`config.mk`:
```
export PLATFORM = sky130hd
export DESIGN_NAME = ppd_top
export DESIGN_NICKNAME = d
export VERILOG_FILES = /design/src/source/ppd_dsp_pkg.sv /design/src/source/ppd_bus_pkg.sv /design/src/source/ppd_coeff_if.sv /design/src/source/ppd_ctrl.sv /design/src/source/ppd_commutator.sv /design/src/source/ppd_mul_add.sv /design/src/source/ppd_top.sv
export VERILOG_INCLUDE_DIRS = /design/src /design/src/source
export SDC_FILE = /design/constraint.sdc
export NUM_CORES = 2
export LEC_CHECK = 0
export ABC_AREA = 0
export BUFFER_PORTS_ARGS = -buffer_cell sky130_fd_sc_hd__buf_2
export CORE_MARGIN = 1.5
export CORE_UTILIZATION = 40
export CTS_CLUSTER_DIAMETER = 80
export DETAILED_ROUTE_END_ITERATION = 6
export PLACE_DENSITY_LB_ADDON = 0.1
export SKIP_LAST_GASP = 1
export SLEW_MARGIN = 10
export SYNTH_ARGS = -nofsm -noshare
export SYNTH_HDL_FRONTEND = slang
export SYNTH_SLANG_ARGS = --single-unit
```
`constraint.sdc`:
```
create_clock -name i_clk -period 7.8 [get_ports i_clk]
set_input_delay 0.39 -clock i_clk [delete_from_list [all_inputs] [get_ports i_clk]]
set_output_delay 0.39 -clock i_clk [all_outputs]
set_load 0.03 [all_outputs]
```
`src/source/ppd_params.svh`:
```
/*
 * Filter sizes, bus widths and register addresses
 */
`ifndef PPD_PARAMS_SVH
`define PPD_PARAMS_SVH

`define PPD_DECIM       4    // Phases per frame
`define PPD_COEFF_LEN   8    // Filter taps
`define PPD_COEFF_HALF  4    // Stored coefficients, symmetric taps
`define PPD_COLS        2    // Polyphase columns
`define PPD_IDATA_W     8
`define PPD_COEFF_W     12
`define PPD_ODATA_W     23   // Sample + coeff + tree and column growth

`define PPD_WB_AW       3
`define PPD_WB_DW       32

`define PPD_ADDR_CTRL   3'd0
`define PPD_ADDR_COUNT  3'd1
`define PPD_ADDR_COEFF0 3'd4

`endif

```
`src/source/ppd_dsp_pkg.sv`:
```
/*
 * Datapath types of the polyphase decimator
 * Samples, coefficients, frames, products and sums
 */
`include "ppd_params.svh"

package ppd_dsp_pkg;

  // ------------------------------
  // Input side
  // ------------------------------
  typedef logic signed [`PPD_IDATA_W-1:0] sample_t;
  typedef logic signed [`PPD_COEFF_W-1:0] coeff_t;

  // Index p holds the p-th sample of a frame
  typedef sample_t [`PPD_DECIM-1:0] frame_t;

  // ------------------------------
  // Arithmetic results
  // ------------------------------
  typedef logic signed [`PPD_IDATA_W+`PPD_COEFF_W-1:0] product_t;

  // One column of DECIM products
  typedef logic signed [`PPD_IDATA_W+`PPD_COEFF_W+$clog2(`PPD_DECIM)-1:0] colsum_t;

  // Full precision output, no rounding
  typedef logic signed [`PPD_ODATA_W-1:0] odata_t;

endpackage

```
`src/source/ppd_bus_pkg.sv`:
```
/*
 * Wishbone register map types, data word union and address enum
 */
`include "ppd_params.svh"

package ppd_bus_pkg;

  typedef logic [`PPD_WB_DW-1:0] wb_word_t;

  typedef struct packed {
    logic [`PPD_WB_DW-3:0] reserved;
    logic                  clear;    // Self clearing, reads zero
    logic                  enable;
  } ctrl_fields_t;

  typedef struct packed {
    logic [`PPD_WB_DW-`PPD_COEFF_W-1:0] pad;
    ppd_dsp_pkg::coeff_t                coeff;
  } coeff_fields_t;

  // Same word, decoded by address
  typedef union packed {
    wb_word_t      raw;
    ctrl_fields_t  ctrl_view;
    coeff_fields_t coeff_view;
  } wb_word_u;

  typedef enum logic [`PPD_WB_AW-1:0] {
    ADDR_CTRL   = `PPD_ADDR_CTRL,
    ADDR_COUNT  = `PPD_ADDR_COUNT,
    ADDR_COEFF0 = `PPD_ADDR_COEFF0,
    ADDR_COEFF1,
    ADDR_COEFF2,
    ADDR_COEFF3
  } wb_addr_e;

endpackage

```
`src/source/ppd_coeff_if.sv`:
```
/*
 * Coefficient write and clear path from control to multiplier-adder
 */
`timescale 1ns/10ps
`include "ppd_params.svh"

interface ppd_coeff_if;
  import ppd_dsp_pkg::*;

  logic                               wr_en;    // One cycle strobe
  logic [$clog2(`PPD_COEFF_HALF)-1:0] wr_idx;
  coeff_t                             wr_data;
  logic                               clear;    // One cycle strobe

  modport ctrl (
    output wr_en, wr_idx, wr_data, clear
  );

  modport mac (
    input wr_en, wr_idx, wr_data, clear
  );

endinterface

```
`src/source/ppd_ctrl.sv`:
```
/*
 * Wishbone classic slave: control register, output frame counter,
 * coefficient shadow and write forwarding
 */
`timescale 1ns/10ps
`include "ppd_params.svh"

module ppd_ctrl (
  input  logic                  i_clk,
  input  logic                  i_arst_n,
  input  logic                  i_wb_cyc,
  input  logic                  i_wb_stb,
  input  logic                  i_wb_we,
  input  ppd_bus_pkg::wb_addr_e i_wb_adr,
  input  ppd_bus_pkg::wb_word_u i_wb_dat,
  output ppd_bus_pkg::wb_word_t o_wb_dat,
  output logic                  o_wb_ack,
  input  logic                  i_out_valid,  // Counted output frames
  output logic                  o_enable,
  output logic                  o_clear,
  ppd_coeff_if.ctrl             coeff
);
  import ppd_bus_pkg::*;
  import ppd_dsp_pkg::*;

  localparam int IDX_W = $clog2(`PPD_COEFF_HALF);
  localparam int PAD_W = `PPD_WB_DW - `PPD_COEFF_W;

  logic                  req;
  logic                  wr_req;
  logic [IDX_W-1:0]      idx;
  coeff_t                shadow [`PPD_COEFF_HALF];  // Readback copy
  logic [`PPD_WB_DW-1:0] frame_cnt;
  wb_word_u              rd_word;
  logic                  enable_q;
  logic                  clear_q;
  logic                  wr_en_q;
  logic [IDX_W-1:0]      wr_idx_q;
  coeff_t                wr_data_q;

  assign req    = i_wb_cyc & i_wb_stb & ~o_wb_ack;  // No re-ack while stb still high
  assign wr_req = req & i_wb_we;
  assign idx    = i_wb_adr[IDX_W-1:0];               // COEFF0..3 sit at 4..7

  // Read mux
  always_comb
  begin
    rd_word = '0;
    case (i_wb_adr)
      ADDR_CTRL:  rd_word.ctrl_view.enable = enable_q;
      ADDR_COUNT: rd_word.raw = frame_cnt;
      ADDR_COEFF0, ADDR_COEFF1, ADDR_COEFF2, ADDR_COEFF3:
      begin
        rd_word.coeff_view.pad   = {PAD_W{shadow[idx][`PPD_COEFF_W-1]}};  // Sign extend
        rd_word.coeff_view.coeff = shadow[idx];
      end
      default: rd_word = '0;  // Holes at 2 and 3
    endcase
  end

  always_ff @(posedge i_clk or negedge i_arst_n)
  begin
    if (!i_arst_n)
    begin
      o_wb_ack  <= 1'b0;
      enable_q  <= 1'b0;
      clear_q   <= 1'b0;
      wr_en_q   <= 1'b0;
      frame_cnt <= '0;
      shadow    <= '{default: '0};
    end
    else
    begin
      o_wb_ack <= req;
      clear_q  <= 1'b0;
      wr_en_q  <= 1'b0;
      if (i_out_valid)
        frame_cnt <= frame_cnt + 1'b1;  // Wraps
      if (wr_req)
      begin
        case (i_wb_adr)
          ADDR_CTRL:
          begin
            enable_q <= i_wb_dat.ctrl_view.enable;
            clear_q  <= i_wb_dat.ctrl_view.clear;
          end
          ADDR_COEFF0, ADDR_COEFF1, ADDR_COEFF2, ADDR_COEFF3:
          begin
            shadow[idx] <= i_wb_dat.coeff_view.coeff;
            wr_en_q     <= 1'b1;
          end
          default: wr_en_q <= 1'b0;  // Counter is read only
        endcase
      end
    end
  end

  // Payload, qualified by ack and wr_en
  always_ff @(posedge i_clk)
  begin
    if (req)
    begin
      o_wb_dat  <= rd_word.raw;
      wr_idx_q  <= idx;
      wr_data_q <= i_wb_dat.coeff_view.coeff;
    end
  end

  assign o_enable      = enable_q;
  assign o_clear       = clear_q;
  assign coeff.clear   = clear_q;
  assign coeff.wr_en   = wr_en_q;
  assign coeff.wr_idx  = wr_idx_q;
  assign coeff.wr_data = wr_data_q;

endmodule

```
`src/source/ppd_commutator.sv`:
```
/*
 * Serial to frame commutator, one strobe per DECIM accepted samples
 */
`timescale 1ns/10ps
`include "ppd_params.svh"

module ppd_commutator (
  input  logic                 i_clk,
  input  logic                 i_arst_n,
  input  logic                 i_enable,
  input  logic                 i_clear,
  input  logic                 i_valid,
  input  ppd_dsp_pkg::sample_t i_sample,
  output logic                 o_frame_stb,
  output ppd_dsp_pkg::frame_t  o_frame
);
  import ppd_dsp_pkg::*;

  localparam int              PH_W    = $clog2(`PPD_DECIM);
  localparam logic [PH_W-1:0] LAST_PH = PH_W'(`PPD_DECIM - 1);

  logic            take;
  logic            last;
  logic [PH_W-1:0] phase;       // Next slot to fill
  frame_t          slots;
  frame_t          next_frame;

  assign take = i_valid & i_enable & ~i_clear;  // Disabled samples dropped
  assign last = (phase == LAST_PH);

  always_comb
  begin
    next_frame        = slots;
    next_frame[phase] = i_sample;
  end

  always_ff @(posedge i_clk or negedge i_arst_n)
  begin
    if (!i_arst_n)
    begin
      phase       <= '0;
      o_frame_stb <= 1'b0;
    end
    else
    begin
      o_frame_stb <= take & last;
      if (i_clear)
        phase <= '0;                             // Restart at slot 0
      else if (take)
        phase <= last ? '0 : phase + 1'b1;
    end
  end

  always_ff @(posedge i_clk)
  begin
    if (take)
    begin
      slots <= next_frame;
      if (last)
        o_frame <= next_frame;                   // Held until next frame
    end
  end

endmodule

```
`src/source/ppd_mul_add.sv`:
```
/*
 * Symmetric coefficient store and transposed-form polyphase multiply-add
 * with column pipeline and registered output
 */
`timescale 1ns/10ps
`include "ppd_params.svh"

module ppd_mul_add (
  input  logic                i_clk,
  input  logic                i_arst_n,
  input  logic                i_frame_stb,
  input  ppd_dsp_pkg::frame_t i_frame,
  ppd_coeff_if.mac            coeff,
  output logic                o_valid,
  output ppd_dsp_pkg::odata_t o_data
);
  import ppd_dsp_pkg::*;

  coeff_t   c_half   [`PPD_COEFF_HALF];
  coeff_t   h        [`PPD_COEFF_LEN];   // Unfolded taps
  product_t prod     [`PPD_COEFF_LEN];
  colsum_t  col_sum  [`PPD_COLS];
  odata_t   col_acc  [`PPD_COLS];
  odata_t   col_pipe [`PPD_COLS-1];      // Column registers

  // ------------------------------
  // Taps and constant multipliers
  // ------------------------------
  genvar t;
  generate
    for (t = 0; t < `PPD_COEFF_LEN; t++)
    begin : g_tap
      if (t < `PPD_COEFF_HALF)
      begin : g_lo
        assign h[t] = c_half[t];
      end
      else
      begin : g_hi
        assign h[t] = c_half[`PPD_COEFF_LEN-1-t];  // Mirror
      end
      // Counter-clockwise, every column sees the same frame
      assign prod[t] = product_t'(i_frame[t % `PPD_DECIM]) * product_t'(h[t]);
    end
  endgenerate

  // ------------------------------
  // Column adders
  // ------------------------------
  always_comb
  begin
    for (int c = 0; c < `PPD_COLS; c++)
    begin
      col_sum[c] = '0;
      for (int p = 0; p < `PPD_DECIM; p++)
        col_sum[c] = col_sum[c] + colsum_t'(prod[c*`PPD_DECIM + p]);
    end
  end

  // Transposed chain, top column enters first
  always_comb
  begin
    col_acc[`PPD_COLS-1] = odata_t'(col_sum[`PPD_COLS-1]);
    for (int n = `PPD_COLS-2; n >= 0; n--)
      col_acc[n] = odata_t'(col_sum[n]) + col_pipe[n];
  end

  // ------------------------------
  // State
  // ------------------------------
  always_ff @(posedge i_clk or negedge i_arst_n)
  begin
    if (!i_arst_n)
    begin
      o_valid  <= 1'b0;
      c_half   <= '{default: '0};
      col_pipe <= '{default: '0};
    end
    else
    begin
      o_valid <= i_frame_stb;
      if (coeff.wr_en)
        c_half[coeff.wr_idx] <= coeff.wr_data;
      if (coeff.clear)
        col_pipe <= '{default: '0};        // Forget previous frames
      else if (i_frame_stb)
      begin
        for (int n = 0; n < `PPD_COLS-1; n++)
          col_pipe[n] <= col_acc[n+1];     // Advance one frame
      end
    end
  end

  // Full precision result, valid with o_valid
  always_ff @(posedge i_clk)
  begin
    if (i_frame_stb)
      o_data <= col_acc[0];
  end

endmodule

```
`src/source/ppd_top.sv`:
```
/*
 * Polyphase decimator top: control, commutator, multiplier-adder
 */
`timescale 1ns/10ps

module ppd_top (
  input  logic                  i_clk,
  input  logic                  i_arst_n,
  // Wishbone slave
  input  logic                  i_wb_cyc,
  input  logic                  i_wb_stb,
  input  logic                  i_wb_we,
  input  ppd_bus_pkg::wb_addr_e i_wb_adr,
  input  ppd_bus_pkg::wb_word_t i_wb_dat,
  output ppd_bus_pkg::wb_word_t o_wb_dat,
  output logic                  o_wb_ack,
  // Sample stream
  input  logic                  i_valid,
  input  ppd_dsp_pkg::sample_t  i_sample,
  // Result
  output logic                  o_valid,
  output ppd_dsp_pkg::odata_t   o_data
);
  import ppd_dsp_pkg::*;

  logic   enable;
  logic   clear;
  logic   frame_stb;
  frame_t frame;

  ppd_coeff_if coeff_bus ();

  ppd_ctrl u_ctrl (
    .i_clk       (i_clk),
    .i_arst_n    (i_arst_n),
    .i_wb_cyc    (i_wb_cyc),
    .i_wb_stb    (i_wb_stb),
    .i_wb_we     (i_wb_we),
    .i_wb_adr    (i_wb_adr),
    .i_wb_dat    (i_wb_dat),
    .o_wb_dat    (o_wb_dat),
    .o_wb_ack    (o_wb_ack),
    .i_out_valid (o_valid),
    .o_enable    (enable),
    .o_clear     (clear),
    .coeff       (coeff_bus.ctrl)
  );

  ppd_commutator u_commutator (
    .i_clk       (i_clk),
    .i_arst_n    (i_arst_n),
    .i_enable    (enable),
    .i_clear     (clear),
    .i_valid     (i_valid),
    .i_sample    (i_sample),
    .o_frame_stb (frame_stb),
    .o_frame     (frame)
  );

  ppd_mul_add u_mul_add (
    .i_clk       (i_clk),
    .i_arst_n    (i_arst_n),
    .i_frame_stb (frame_stb),
    .i_frame     (frame),
    .coeff       (coeff_bus.mac),
    .o_valid     (o_valid),
    .o_data      (o_data)
  );

endmodule

```
==> results.toml <==
[global_routing]
grt_pass1_wl_um = 181000
track_usage = 0.227
antenna_found_initial = 14
grt-ovfl-total = 0
first_global_vias = 29800
grt_max_degree = 61

[clocking]
clk_pin_slew_ns = 0.06
clock-root-buffer = "clkbuf_16"
cts_tree = "built"
clock_latency_ns = 0.60
cts_made_buffers = 38
clock_sinks = 291
htree_levels = 2
cts_buffer_depth = 3

[placement]
numPortBuffers = 85
dp_hpwl_um = 91700
place_area_um2 = 45100
routabilityCongestion = 0.843

[sta]
drv_slew = 0
hold_viol = 0
fin_crit_ns = 7.56
fin_skew_ns = 0.0423
slew_headroom = 0.194
setup_violations = 0
fmax_ghz = 0.132
rsz0062_at_grt = "true"
fin_crit_sh = 0.969
tightest_slew_ns = 1.20

[synthesis]
synth_top_cell_by_area = "fa_1"
syn-num-nets = 5061
async_flop_share = 0.543
yosysSeqAreaShare = 0.191
syn_area_per_cell_um2 = 10.7
synth.most_common_cell = "inv_1"
synth-edff-count = 133
synth.distinct_cells = 61
synthTopCellsByArea = "fa_1 44%, edfxtp_1 9.6%, dfrtp_1 9.5%, inv_1 9.0%, ha_1 6.6%"
synth_top_cell_area_share = 0.440
synth_ff_type = "dfrtp_1"
synthTopCellsByCount = "996 x inv_1, 914 x fa_1, 371 x nand2_1"
ys_ff_latch = 291
ys_warn_count = 0
synthCells = 3880
syn_area_um2 = 41600

[setup_path]
critical_path_class = "reg2reg"
endpoint_kind = "flip-flop"
crit_path_max_fanout = 13
cp.arrival_ns = 7.99
cp.required_ns = 8.23
worstSetupStartpointType = "flip-flop"

[cells_and_area]
final_area_um2 = 46500
areaGrowthSynthToFinish_pct = 11.6
drive_gt1_frac = 0.121
fillerInstances = 10000
post-route-util = 0.450
finalNetCount = 5232
regArea_um2 = 7950
multi_input_area_um2 = 29400

[drt]
first_pass_iters = 6
wl_per_cell_um = 20.9
ant_nets = 0
finalWirelength_um = 114000
drt_iter0_drc = 1286
avgViaCountPerCell = 4.80
drc_errors = 0
vias = 26200

[floorplan]
initial_utilization = 0.403
die_w_um = 326
io_pins = 106
dieArea_um2 = 106000
fp-row-count = 118
die_h_um = 326
core_area_um2 = 103000

[outcome]
outcome = "completed"

[worst_hold_path]
worstHoldPathType = "in2reg"

[job]
cap_violations = 0
cell families after synthesis:
family / Yosys count / synth area share
multiplexers: 153 / 0.0443
AND/OR/NAND/NOR: 930 / 0.114
buffers and inverters: 1142 / 0.103
adder cells (fa/ha/maj): 1132 / 0.505
XOR/XNOR: 89 / 0.0187
flip-flops: 291 / 0.191
AO/OA/AOI/OAI: 143 / 0.0238
flip-flops by register name, indices dropped and copies added, names as in the netlist, 2 cells and up:
name / cells
u_commutator.slots: 32
u_commutator.o_frame: 32
u_ctrl.coeff.wr_data: 12
u_ctrl.frame_cnt: 32
u_ctrl.shadow: 48
u_mul_add.col_pipe: 22
u_ctrl.coeff.wr_idx: 2
u_ctrl.o_wb_dat: 32
u_mul_add.c_half: 48
u_mul_add.o_data: 23
u_commutator.phase: 2
worst paths after layout:
check	from	depth (start not counted)	slack, ns	to
setup / recovery	u_mul_add.c_half[39]	22	0.24	u_mul_add.col_pipe[15]
hold / removal	i_wb_dat[11]	1	0.05	u_ctrl.coeff.wr_data[11]
setup reg to reg	u_mul_add.c_half[39]	22	0.24	u_mul_add.col_pipe[15]
hold reg to reg	u_ctrl.frame_cnt[31]	1	0.47	u_ctrl.frame_cnt[31]
max in group asynchronous	i_arst_n	3	6.20	u_mul_add.c_half[37]
min in group asynchronous	i_arst_n	2	0.29	u_ctrl.shadow[45]
stage by stage:
step	setup TNS, ns	hold WS [ns]	setup slack [ns]	std cells
finish	0	0.0539	0.243	5464
global route	-0.0468	0.0414	-0.0468	5461
CTS	0	0.0121	0.135	5459
detailed placement	0	0.325	0.232	5388
global placement	0	0.332	0.221	5388
floorplan	0	0.0944	0.482	3880
per-layer routing:
metal | part of all wire | vias to the layer above | routed length, um | track usage
li1 | - | 11700 | - | -
met1 | 0.43 | 13900 | 49600 | 0.309
met2 | 0.50 | 458 | 56900 | 0.391
met3 | 0.048 | 131 | 5510 | 0.0287
met4 | 0.021 | 0 | 2360 | 0.0463
met5 | 0 | - | 0 | 0
cell usage in the layout (no fill, tap or decap), types with 24 or more instances in the layout:
master and instances:
inv_1 996, mux2_2 130, a21o_1 30, buf_4 151
edfxtp_1 133, nor2_1 62, nand2b_1 45, buf_12 39
a21oi_1 36, fa_1 914, xor2_1 24, nor2b_1 35
nand2_1 371, ha_1 218, and2_1 348, buf_2 84
dfrtp_1 156, xnor2_1 65, clkbuf_16 38
final cells by class:
| cell class | count | area share |
|---|---|---|
| Sequential cell | 291 | 0.171 |
| Clock buffer | 45 | 0.0212 |
| Timing Repair Buffer | 276 | 0.0507 |
| Clock inverter | 25 | 0.00641 |
| Multi-Input combinational cell | 2447 | 0.633 |
| Antenna cell | 3 | 0.000162 |
| Tap cell | 1380 | 0.0372 |
| Inverter | 997 | 0.0805 |
worst max-delay path, cell delays in order (launching register included):
cell	delay, ns
dfrtp_1	0.83
nand2_1	0.15
fa_1	0.49
fa_1	0.55
fa_1	0.54
inv_1	0.05
fa_1	0.48
fa_1	0.56
inv_1	0.05
fa_1	0.46
fa_1	0.49
inv_1	0.05
fa_1	0.45
ha_1	0.32
nor2b_1	0.16
o31a_1	0.28
buf_4	0.16
o21ai_0	0.37
o21ai_0	0.22
a21boi_0	0.30
xor2_1	0.20
buf_4	0.16
o31ai_1	0.06
timing repair:
item | 4_1_cts | 5_1_grt
resized for setup | 0 | 1
setup buffers | 0 | 2
setup endpoints to repair | 0 | 3
endpoints found under the hold margin | 38 | 0
hold buffers | 1 | 0
Power is left out: the tool's default activity adds up to more than one toggle a clock period on the data nets, which glitch-free logic cannot reach.
